## src/hw/io_config.svh

```systemverilog
// bus widths, block RAM geometry and the IO address map; windows must be aligned to their mask
`ifndef IO_CONFIG_SVH
`define IO_CONFIG_SVH

//////////////////////////////////////////////////////////////
// bus widths
`define IO_ADDR_WIDTH   32
`define IO_DATA_WIDTH   32
`define IO_STRB_WIDTH   (`IO_DATA_WIDTH/8)

//////////////////////////////////////////////////////////////
// block RAM geometry
`define BRAM_SIZE_BITS  12                  // 2^12 -> 4 KB
`define BRAM_LINE_WIDTH 128                 // one storage line
`define BRAM_LANES      (`BRAM_LINE_WIDTH/`IO_DATA_WIDTH)
`define BRAM_LINES      ((2**`BRAM_SIZE_BITS)/(`BRAM_LINE_WIDTH/8))

//////////////////////////////////////////////////////////////
// device address map, base/mask pairs
`define HOST_BASE       32'h0000_1000
`define HOST_MASK       32'h0000_000F
`define BRAM_BASE       32'h0001_0000
`define BRAM_MASK       32'h0000_0FFF

`endif
```

## src/hw/io_pkg.sv

```systemverilog
// request/response types of the single-cycle IO bus; widths come from io_config.svh
`include "io_config.svh"

package io_pkg;

   //////////////////////////////////////////////////////////////
   // opcodes and selects

   typedef enum logic {
      IO_READ  = 1'b0,
      IO_WRITE = 1'b1
   } io_op_e;

   typedef enum logic [1:0] {
      DEV_HOST = 2'd0,
      DEV_BRAM = 2'd1,
      DEV_NONE = 2'd2
   } dev_sel_e;

   // word offsets inside the mailbox window
   typedef enum logic [1:0] {
      MBOX_TOHOST   = 2'd0,
      MBOX_FROMHOST = 2'd1
   } mbox_reg_e;

   //////////////////////////////////////////////////////////////
   // bus payloads

   // 69 bits with the default widths
   typedef struct packed {
      io_op_e                      op;
      logic [`IO_ADDR_WIDTH-1:0]   addr;
      logic [`IO_DATA_WIDTH-1:0]   wdata;
      logic [`IO_STRB_WIDTH-1:0]   strb;
   } io_req_t;

   typedef struct packed {
      logic [`IO_DATA_WIDTH-1:0]   rdata;
      logic                        err;   // address miss
   } io_rsp_t;

endpackage

```

## src/hw/host_mailbox.sv

```systemverilog
// tohost ignores byte strobes, fromhost is read-to-clear and a host load wins over a clearing read
`timescale 1ns/1ps
`include "io_config.svh"

module host_mailbox (
   input  logic                       ram_clk,
   input  logic                       rst_n_i,
   input  logic                       req_valid_i,
   input  io_pkg::io_req_t            req_i,
   output logic                       rsp_valid_o,
   output io_pkg::io_rsp_t            rsp_o,
   output logic                       tohost_valid_o,
   output logic [`IO_DATA_WIDTH-1:0]  tohost_o,
   input  logic                       fromhost_valid_i,
   input  logic [`IO_DATA_WIDTH-1:0]  fromhost_i,
   output logic                       irq_o
);

   localparam int OFS_BITS = $clog2(`IO_STRB_WIDTH);

   io_pkg::mbox_reg_e          reg_sel;
   logic                       wr_tohost, rd_fromhost;
   logic [`IO_DATA_WIDTH-1:0]  tohost_q, fromhost_q, rdata_q;

   assign reg_sel     = io_pkg::mbox_reg_e'(req_i.addr[OFS_BITS +: 2]);
   assign wr_tohost   = req_valid_i && (req_i.op == io_pkg::IO_WRITE)
                        && (reg_sel == io_pkg::MBOX_TOHOST);
   assign rd_fromhost = req_valid_i && (req_i.op == io_pkg::IO_READ)
                        && (reg_sel == io_pkg::MBOX_FROMHOST);

   //////////////////////////////////////////////////////////////
   // mailbox registers

   always_ff @(posedge ram_clk or negedge rst_n_i) begin
      if (!rst_n_i) begin
         tohost_q       <= '0;
         tohost_valid_o <= 1'b0;
         fromhost_q     <= '0;
         rsp_valid_o    <= 1'b0;
      end else begin
         tohost_valid_o <= wr_tohost;
         if (wr_tohost) begin
            tohost_q <= req_i.wdata;   // whole word
         end
         if (fromhost_valid_i) begin
            fromhost_q <= fromhost_i;
         end else if (rd_fromhost) begin
            fromhost_q <= '0;
         end
         rsp_valid_o <= req_valid_i;
      end
   end

   // read data, old fromhost value even when a load lands together
   always_ff @(posedge ram_clk) begin
      if (req_valid_i) begin
         rdata_q <= '0;
         if (req_i.op == io_pkg::IO_READ) begin
            case (reg_sel)
               io_pkg::MBOX_TOHOST:   rdata_q <= tohost_q;
               io_pkg::MBOX_FROMHOST: rdata_q <= fromhost_q;
               default:               rdata_q <= '0;   // unused offsets
            endcase
         end
      end
   end

   assign rsp_o.rdata = rdata_q;
   assign rsp_o.err   = 1'b0;
   assign tohost_o    = tohost_q;
   assign irq_o       = (fromhost_q != '0);

   //////////////////////////////////////////////////////////////
   // checks

   // irq one cycle after a load or a clearing read
   a_irq_update: assert property (
      @(posedge ram_clk) disable iff (!rst_n_i)
      (fromhost_valid_i || rd_fromhost) |=>
         (irq_o == ($past(fromhost_valid_i) && ($past(fromhost_i) != '0)))
   ) else $error("irq out of step with fromhost");

endmodule

```

## config.mk

```make
export PLATFORM = sky130hd
export DESIGN_NAME = host_mailbox
export DESIGN_NICKNAME = d
export VERILOG_FILES = /design/src/hw/io_pkg.sv /design/src/hw/host_mailbox.sv
export VERILOG_INCLUDE_DIRS = /design/src /design/src/hw
export SDC_FILE = /design/constraint.sdc
export NUM_CORES = 1
export LEC_CHECK = 0
export BUFFER_PORTS_ARGS = -buffer_cell sky130_fd_sc_hd__buf_2
export CORE_UTILIZATION = 45
export CTS_BUF_LIST = sky130_fd_sc_hd__clkbuf_2
export DETAILED_ROUTE_END_ITERATION = 10
export PLACE_DENSITY = 0.77
export SLEW_MARGIN = 20
export SYNTH_ARGS = -nofsm -noshare
export SYNTH_HDL_FRONTEND = slang
export SYNTH_SLANG_ARGS = --single-unit
```

## constraint.sdc

```tcl
create_clock -name ram_clk -period 3.7 [get_ports ram_clk]
set_clock_uncertainty 0.05 [all_clocks]
set_input_delay 1.11 -clock ram_clk [delete_from_list [all_inputs] [get_ports ram_clk]]
set_output_delay 1.11 -clock ram_clk [all_outputs]
set_load 0.1 [all_outputs]
```

==> out/results.ini <==
[setup_path]
critPathLaunchType=flip-flop
crit_path_end_kind=primary output
critPathArrivalTime_ns=2.16
timing.critical_path.fanout_max=3
largest_incremental_delay_on_the_critical_path_ns=0.47
worstSetupPathType=flip-flop to primary output
crit_chain=nor4_1 > nand4_1 > or2_2 > buf_2
cp.required_ns=2.54
critical-path-slowest-cell=dfrtp_1

[final_layout]
filler_cell_count=769
drive_above_1_share_pct=49.1
num_antenna_cells=0
nets=503
synthToLayoutAreaGrowth_pct=20.7
fin_area_um2=4920

[clock_tree]
cts_buffer_depth=2
numClockSinks=98
cts_inserted_buffers=9
cts.reportedPaths.clkPinSlew_ns=0.24
clk-insertion-delay-late_ns=0.52
clock_tree.root_cell=clkbuf_2
postCtsHoldBufs=0
cts_tree=done
cts_h_tree_lvls=3
post_cts.resized_instances=0
post-cts-setup-buffers=0

[sta]
finalHoldViolations=0
hold_ws_ns=0.513
setup_violations=0
slew-limit-headroom_pct=38.0
setup_tns_after_final_layout_ns=0
worst_pin_slew_ns=0.930
unrepaired_setup_endpoints_after_global_routing=no
timing.final.crit_period_ns=3.32
final_clock_period_utilization_by_the_worst_path_pct=89.7
slew_violations=0
max_freq_mhz=301

[synthesis]
synth.top_cells.by_area=dfrtp_1, edfxtp_1, mux2_4
synth-seq-area-share_pct=64.1
syn_nets=367
yosys_most_used_dff=dfrtp_1
postSynthRegisterBits=98
synth_commonest_cells=dfrtp_1, a22o_1, edfxtp_1, mux2i_1, nor2_1
post_synth.cell_area_avg_um2=15.6
yosys_warnings=0
post-synth-top-count-cell=dfrtp_1
synth_largest_type_area_fraction_pct=40.5
edff_count_synth=32
post_synth_num_cell_types=19
synth_area_leader_cell=dfrtp_1
post_synth_instance_area_um2=4080
synth-async-reset-ratio_pct=67.3
syn-instance-count=262

[grt]
grt_pass1_wl_um=14500
globalRoute.totalOverflow=0
track_usage_pct=19.7
largest_net_degree_at_the_start_of_global_routing=42
via_count_of_the_first_global_routing_pass=2813
antenna_violations_before_repair=0

[die]
initial_utilization_pct=46.5
die-width_um=97.2
coreArea_um2=8760
fp.dieArea_um2=9440
placement_rows=34
dieHeight_um=97.2
pin_count=173

[route]
detailroute.via_count=2712
detail_route.first_pass.iterations=4
route.met2.wl_um=4600
routed_wirelength_um=9150
routed_wire_length_per_instance_um=17.9
dr.first_iter.drc_count=55
m1WireLength_um=3910
routed.top_layer=met4
postRouteAntennaNets=0
drc=0
detail_route.vias_per_cell=5.31
met3WireLength_um=503

[pwr]
p_per_area_nw_per_um2=617
power.ir.vdd_worst_v=0.000338
static_leakage_uw=0.00241

[hold_path]
hold_path.class=flip-flop to flip-flop

[placed_design]
placement.cell_area_um2=4810
routability_driven_placement_congestion_ratio=0.747
detailed_place_hpwl_um=6500
portBuffers=137

[status]
outcome=finished clean

[job]
max-cap-violations=0

-- path summary, 6_finish.rpt --
path,startpoint,to,slack [ns],cells after the start
setup / recovery,fromhost_q[28],irq_o,0.38,4
hold / removal,fromhost_q[14],fromhost_q[14],0.51,1
setup reg to reg,tohost_o[3],rdata_q[3],2.72,2
hold reg to reg,fromhost_q[14],fromhost_q[14],0.51,1
max in group asynchronous,rst_n_i,fromhost_q[18],2.19,2
min in group asynchronous,rst_n_i,rsp_valid_o,0.62,1
-- routing by layer --
layer,up-vias,track usage (%)
met5,-,0
met4,0,7.00
met3,12,3.31
met2,114,33.3
met1,1356,25.8
li1,1230,-
-- power breakdown --
part / switching, µW / total (µW) / internal, µW
Sequential: 101 / 1360 / 1260
Combinational: 912 / 1170 / 255
Clock: 348 / 510 / 162
Total: 1360 / 3040 / 1680
-- cells in the final DEF (no fill, tap or decap), types with 3 or more instances in the layout --
master and n:
a22o_1 32, buf_2 137, buf_4 8, clkbuf_2 10, dfrtp_1 66, edfxtp_1 32
mux2_2 3, mux2_4 29, mux2i_1 32, nor2_1 32, nor4_1 8
-- cell families after synthesis --
kind of cell / synth area share [%]
multiplexers: 19.4
other: 0.0920
buffers and inverters: 3.71
AND/OR/NAND/NOR: 5.86
AO/OA/AOI/OAI: 6.88
flip-flops: 64.1
-- registers in the layout (all words and copies together) (netlist names) --
signal,count
fromhost_q,32
rsp_valid_o,1
tohost_valid_o,1
tohost_o,32
rdata_q,32
-- critical path: cells and delay by family, from the launching register on --
kind / cells / cell delay, ns
buffers and inverters: 1 / 0.30
AND/OR/NAND/NOR: 3 / 0.89
flip-flops: 1 / 0.47
-- per-stage QoR --
step                      setup WS [ns]  total power (µW)  util (%)  cells
after CTS                         0.260              3060      56.2    511
after floorplan                    1.29              2340         -    262
after global placement            0.814              2530      54.8    495
after global routing              0.230              3140      56.2    511
final                             0.380              3040      56.2    511
after detailed placement          0.797              2550      54.8    495
-- area by class of cell --
cell class / count / area [µm²] / area share, %
tap: 108 / 135 / 2.75
multi-input combinational: 144 / 1310 / 26.7
timing repair buffer: 145 / 746 / 15.1
clock buffer: 10 / 50.0 / 1.02
sequential: 98 / 2610 / 53.1
clock inverter: 6 / 66.3 / 1.35
(Power assumes the default switching activity.)
