--- config.mk ---
export PLATFORM = sky130hd
export DESIGN_NAME = io_addr_decoder
export DESIGN_NICKNAME = d
export VERILOG_FILES = /design/src/hw/io_pkg.sv /design/src/hw/io_addr_decoder.sv
export VERILOG_INCLUDE_DIRS = /design/src /design/src/hw
export SDC_FILE = /design/constraint.sdc
export NUM_CORES = 1
export LEC_CHECK = 0
export BUFFER_PORTS_ARGS = -buffer_cell sky130_fd_sc_hd__buf_2
export CORE_AREA = 8 8 89 91
export CTS_CLUSTER_DIAMETER = 80
export DETAILED_ROUTE_END_ITERATION = 12
export DIE_AREA = 0 0 97 99
export GPL_ROUTABILITY_DRIVEN = 0
export GPL_TIMING_DRIVEN = 1
export PLACE_DENSITY = 0.67
export SYNTH_ARGS = -nofsm -noshare
export SYNTH_HDL_FRONTEND = slang
export SYNTH_SLANG_ARGS = --single-unit
--- constraint.sdc ---
create_clock -name ram_clk -period 1.49 [get_ports ram_clk]
set_input_delay 0.298 -clock ram_clk [delete_from_list [all_inputs] [get_ports ram_clk]]
set_output_delay 0.298 -clock ram_clk [all_outputs]
set_load 0.1 [all_outputs]
--- src/hw/io_config.svh ---
// bus widths, block RAM geometry and the IO address map; windows must be aligned to their mask
`ifndef IO_CONFIG_SVH
`define IO_CONFIG_SVH

//////////////////////////////////////////////////////////////
// bus widths
`define IO_ADDR_WIDTH   32
`define IO_DATA_WIDTH   32
`define IO_STRB_WIDTH   (`IO_DATA_WIDTH/8)

//////////////////////////////////////////////////////////////
// block RAM geometry
`define BRAM_SIZE_BITS  12                  // 2^12 -> 4 KB
`define BRAM_LINE_WIDTH 128                 // one storage line
`define BRAM_LANES      (`BRAM_LINE_WIDTH/`IO_DATA_WIDTH)
`define BRAM_LINES      ((2**`BRAM_SIZE_BITS)/(`BRAM_LINE_WIDTH/8))

//////////////////////////////////////////////////////////////
// device address map, base/mask pairs
`define HOST_BASE       32'h0000_1000
`define HOST_MASK       32'h0000_000F
`define BRAM_BASE       32'h0001_0000
`define BRAM_MASK       32'h0000_0FFF

`endif
--- src/hw/io_pkg.sv ---
// request/response types of the single-cycle IO bus; widths come from io_config.svh
`include "io_config.svh"

package io_pkg;

   //////////////////////////////////////////////////////////////
   // opcodes and selects

   typedef enum logic {
      IO_READ  = 1'b0,
      IO_WRITE = 1'b1
   } io_op_e;

   typedef enum logic [1:0] {
      DEV_HOST = 2'd0,
      DEV_BRAM = 2'd1,
      DEV_NONE = 2'd2
   } dev_sel_e;

   // word offsets inside the mailbox window
   typedef enum logic [1:0] {
      MBOX_TOHOST   = 2'd0,
      MBOX_FROMHOST = 2'd1
   } mbox_reg_e;

   //////////////////////////////////////////////////////////////
   // bus payloads

   // 69 bits with the default widths
   typedef struct packed {
      io_op_e                      op;
      logic [`IO_ADDR_WIDTH-1:0]   addr;
      logic [`IO_DATA_WIDTH-1:0]   wdata;
      logic [`IO_STRB_WIDTH-1:0]   strb;
   } io_req_t;

   typedef struct packed {
      logic [`IO_DATA_WIDTH-1:0]   rdata;
      logic                        err;   // address miss
   } io_rsp_t;

endpackage

--- src/hw/io_addr_decoder.sv ---
// routes by base/mask to the mailbox or block RAM; devices must answer exactly one cycle later
`timescale 1ns/1ps
`include "io_config.svh"

module io_addr_decoder (
   input  logic             ram_clk,
   input  logic             rst_n_i,
   input  logic             req_valid_i,
   input  io_pkg::io_req_t  req_i,
   output logic             host_valid_o,
   output logic             bram_valid_o,
   output io_pkg::io_req_t  dev_req_o,
   input  logic             host_rsp_valid_i,
   input  io_pkg::io_rsp_t  host_rsp_i,
   input  logic             bram_rsp_valid_i,
   input  io_pkg::io_rsp_t  bram_rsp_i,
   output logic             rsp_valid_o,
   output io_pkg::io_rsp_t  rsp_o
);

   io_pkg::dev_sel_e dev_sel, dev_sel_q;
   logic             miss_q;   // error response pending
   logic             host_hit, bram_hit;

   //////////////////////////////////////////////////////////////
   // request side, combinational

   assign host_hit = ((req_i.addr & ~`HOST_MASK) == `HOST_BASE);
   assign bram_hit = ((req_i.addr & ~`BRAM_MASK) == `BRAM_BASE);

   always_comb begin
      if (host_hit) begin
         dev_sel = io_pkg::DEV_HOST;
      end else if (bram_hit) begin
         dev_sel = io_pkg::DEV_BRAM;
      end else begin
         dev_sel = io_pkg::DEV_NONE;
      end
   end

   assign host_valid_o = req_valid_i && (dev_sel == io_pkg::DEV_HOST);
   assign bram_valid_o = req_valid_i && (dev_sel == io_pkg::DEV_BRAM);

   // devices only see the offset inside their window
   always_comb begin
      dev_req_o = req_i;
      unique case (dev_sel)
         io_pkg::DEV_HOST: dev_req_o.addr = req_i.addr & `HOST_MASK;
         io_pkg::DEV_BRAM: dev_req_o.addr = req_i.addr & `BRAM_MASK;
         default:          dev_req_o.addr = '0;
      endcase
   end

   //////////////////////////////////////////////////////////////
   // one stage of select and miss tracking

   always_ff @(posedge ram_clk or negedge rst_n_i) begin
      if (!rst_n_i) begin
         dev_sel_q <= io_pkg::DEV_NONE;
         miss_q    <= 1'b0;
      end else begin
         if (req_valid_i) begin
            dev_sel_q <= dev_sel;
         end
         miss_q <= req_valid_i && (dev_sel == io_pkg::DEV_NONE);
      end
   end

   //////////////////////////////////////////////////////////////
   // response return mux

   always_comb begin
      rsp_valid_o = 1'b0;
      rsp_o       = '0;
      unique case (dev_sel_q)
         io_pkg::DEV_HOST: begin
            rsp_valid_o = host_rsp_valid_i;
            rsp_o       = host_rsp_i;
         end
         io_pkg::DEV_BRAM: begin
            rsp_valid_o = bram_rsp_valid_i;
            rsp_o       = bram_rsp_i;
         end
         default: begin
            rsp_valid_o = miss_q;
            rsp_o.err   = 1'b1;   // data stays zero
         end
      endcase
   end

   //////////////////////////////////////////////////////////////
   // checks

   // overlapping windows would hand a request to the host only
   a_windows_disjoint: assert property (
      @(posedge ram_clk) disable iff (!rst_n_i)
      req_valid_i |-> !(host_hit && bram_hit)
   ) else $error("request matches both device windows");

   // a device answer must line up with its own strobe one cycle earlier
   a_host_rsp_timing: assert property (
      @(posedge ram_clk) disable iff (!rst_n_i)
      host_rsp_valid_i |-> $past(host_valid_o)
   ) else $error("host response without request one cycle earlier");

   a_bram_rsp_timing: assert property (
      @(posedge ram_clk) disable iff (!rst_n_i)
      bram_rsp_valid_i |-> $past(bram_valid_o)
   ) else $error("bram response without request one cycle earlier");

endmodule

==> impl_metrics.env <==
export IMPL_run_status="complete, but fails checks"
export IMPL_violations="setup timing"
export IMPL_max_stage_delay_ns=0.32
export IMPL_htreeDepth=1
export IMPL_die_y_um=99
export IMPL_hpwl_um=5450
export IMPL_grt_pass1_wl_um=10900
export IMPL_cts_tree="yes"
export IMPL_synth_top_family_by_area="buffers and inverters"
export IMPL_r2r_start="dev_sel_q[1]"
export IMPL_num_rows=30
export IMPL_power_switching_uw=906
export IMPL_fmax_mhz=507
export IMPL_synthXorXnorAreaFrac=0
export IMPL_hp_class="input port to async pin"
export IMPL_ant_nets=0
export IMPL_ys_seq_elements=3
export IMPL_skew_ns=0
export IMPL_leakagePower_uw=0.00150
export IMPL_crit_arrival_ns=1.67
export IMPL_drive_gt1_frac=0.887
export IMPL_multi_input_area_sq_um=1440
export IMPL_cap_violations=0
export IMPL_synthTopCellsByArea="buf_4, mux2i_1, nor2_1"
export IMPL_min_period_ns=1.97
export IMPL_synthAdderAreaFrac=0
export IMPL_netlist_area_sq_um=1230
export IMPL_cts_root_buffer="clkbuf_8"
export IMPL_dieArea_sq_um=9600
export IMPL_core_area_sq_um=6570
export IMPL_crit_type="input port to primary output"
export IMPL_setup_viol=48
export IMPL_n_fill_cell=555
export IMPL_sw_frac_of_total=0.563
export IMPL_grt_pass1_vias=1991
export IMPL_vias=1629
export IMPL_io_buffer_count=150
export IMPL_power_density_nw_per_um2=449
export IMPL_clk_pin_slew_ns=0.03
export IMPL_path_delay_family="simple AND/OR/NAND/NOR gates"
export IMPL_drtPass1Iterations=4
export IMPL_dp_slack_ns=-0.526
export IMPL_reg2regPathDepth=3
export IMPL_pwr_share_clk=0.145
export IMPL_ys_warn_count=0
export IMPL_grt_usage=0.139
export IMPL_endpoint_kind="primary output"
export IMPL_antenna_found_initial=0
export IMPL_syn_area_per_cell_sq_um=7.17
export IMPL_drv_slew=0
export IMPL_period_share=1.32
export IMPL_crit_chain="buf_6 -> nor4_4 -> nand3b_1 -> a211oi_2 -> buf_4 -> and2_4 -> buf_12"
export IMPL_area_growth_pct=192
export IMPL_drc=0
export IMPL_cp_required_ns=1.19
export IMPL_critPathBufInv=3
export IMPL_cts_sinks=3
export IMPL_clk_latency_ns=0.21
export IMPL_drtIter0Drc=25
export IMPL_cp_start_kind="input port"
export IMPL_diodes=0
export IMPL_synth_compound_area_frac=0.0316
export IMPL_num_io_pins=245
export IMPL_finalWorstSetupSlack_ns=-0.482
export IMPL_rsz0062_at_grt="yes"
export IMPL_peakVddDrop_uv=375
export IMPL_clock_path_buffers=2
export IMPL_crit_slowest_cell="nor4_4"
export IMPL_grt_overflow=0
export IMPL_p_comb_frac=0.795
export IMPL_seq_area_frac_synth=0.0622
export IMPL_start_util=0.187
export IMPL_grt_max_degree=10
export IMPL_synthMuxAreaShare=0.269
export IMPL_intPower_uw=703
export IMPL_synthSimpleGateAreaFrac=0.253
export IMPL_r2r_end="dev_sel_q[1]"
export IMPL_die_w_um=97
export IMPL_worst_path_max_fanout=5
export IMPL_hold_violations=0
export IMPL_yosysUniqueCellTypes=22
export IMPL_p_seq_frac=0.060
export IMPL_regArea_sq_um=81.3
export IMPL_final_nets=450
export IMPL_netlist_instances=171
export IMPL_synth_top_area_cell="buf_4"
export IMPL_drt_total_wl_um=6930
export IMPL_tns_ns=-14.44
export IMPL_cts_buffers=3
export IMPL_via_per_inst=4.19
export IMPL_yosys_area_top_type_share=0.349
export IMPL_wl_per_cell_um=17.8
export IMPL_rrSetupSlack_ns=0.35
==> how the worst max path moves through the flow <==
stage | end | slack [ns] | from | cells past startpoint
floorplan | host_valid_o | -0.70 | req_i[60] | 3
global placement | dev_req_o[37] | -0.45 | req_i[60] | 7
detailed placement | dev_req_o[36] | -0.53 | req_i[60] | 7
CTS | dev_req_o[39] | -0.50 | req_i[65] | 7
global route | dev_req_o[42] | -0.58 | req_i[65] | 6
finish | dev_req_o[39] | -0.48 | req_i[65] | 7
==> synth_stat cells <==
master and number:
and2_1 12, conb_1 1, nand2_1 4, a21o_1 1, nor3_2 1, dfrtp_1 2, nor4_2 1, buf_4 57
mux2i_1 33, dfstp_2 1, nor2b_1 1, nand4_1 1, nor4_1 6, a211o_1 1, o21ai_0 2, clkbuf_1 4
a211oi_2 1, buf_2 4, nor4b_1 1, nor2_1 35, inv_1 1, nand3b_1 1
==> worst reg2reg max path: stages, from the launching register on <==
cell     delay [ns]
dfstp_4        0.70
buf_4          0.22
nand2_1        0.06
o21ai_0        0.08
==> logic make-up (layout without fill, tap and decap cells) <==
family	Yosys count	count (layout)
mux	33	33
flops	3	3
simple gates	63	63
compound gates	5	5
buf+inv	66	185
other cells	1	20
==> final cells by class <==
class | count | share of cell area
inverter | 1 | 0.00105
tap | 80 | 0.0279
sequential | 3 | 0.0227
timing repair buffer | 180 | 0.535
clock buffer | 4 | 0.0126
multi-input combinational | 121 | 0.401
==> power by group through the flow <==
stage	registers [uW]	logic [uW]	clock network (uW)
after global routing	98.3	1320	250
after detailed placement	95.6	1190	0
final	96.8	1280	233
after floorplan	88.0	1280	0
after global placement	95.7	1170	0
after CTS	97.8	1270	243
==> flip-flops by register name, summed over array words and instances (netlist names) <==
register,flops
dev_sel_q,2
miss_q,1
==> timing repair <==
action,4_1_cts,5_1_grt
hold buffers,1,0
resized for setup,65,4
endpoints found under the setup margin,49,49
endpoints found under the hold margin,2,0
setup buffers,10,0
gates cloned,5,0
pin swaps,27,8
==> cell usage in the layout, fill, tap and decap left out, drive strengths merged, types with 2 or more instances in the layout <==
| master | synthesis | final |
|---|---|---|
| dfrtp | 2 | 2 |
| clkbuf | 4 | 4 |
| nand2 | 4 | 4 |
| nor4 | 7 | 7 |
| and2 | 12 | 12 |
| o21ai | 2 | 2 |
| buf | 61 | 179 |
| conb | 1 | 20 |
| nor2 | 35 | 35 |
| mux2i | 33 | 33 |
==> metrics by stage <==
stage | total power, uW | util | area, sq um | hold WS [ns] | instances
after floorplan | 1370 | - | 1750 | 0.00241 | 190
after global placement | 1270 | 0.453 | 2980 | 0.0930 | 373
after detailed placement | 1280 | 0.453 | 2980 | 0.0962 | 373
after CTS | 1610 | 0.545 | 3580 | 0.411 | 390
after global routing | 1670 | 0.546 | 3580 | 0.426 | 389
final | 1610 | 0.546 | 3580 | 0.416 | 389
==> routing by layer <==
| layer | up-vias | wire, um | GRT usage |
|---|---|---|---|
| li1 | 768 | - | - |
| met1 | 737 | 2500 | 0.146 |
| met2 | 110 | 3630 | 0.251 |
| met3 | 14 | 692 | 0.0546 |
| met4 | 0 | 103 | 0.0343 |
| met5 | - | 0 | 0 |
Power figures use the tool's default switching activity.
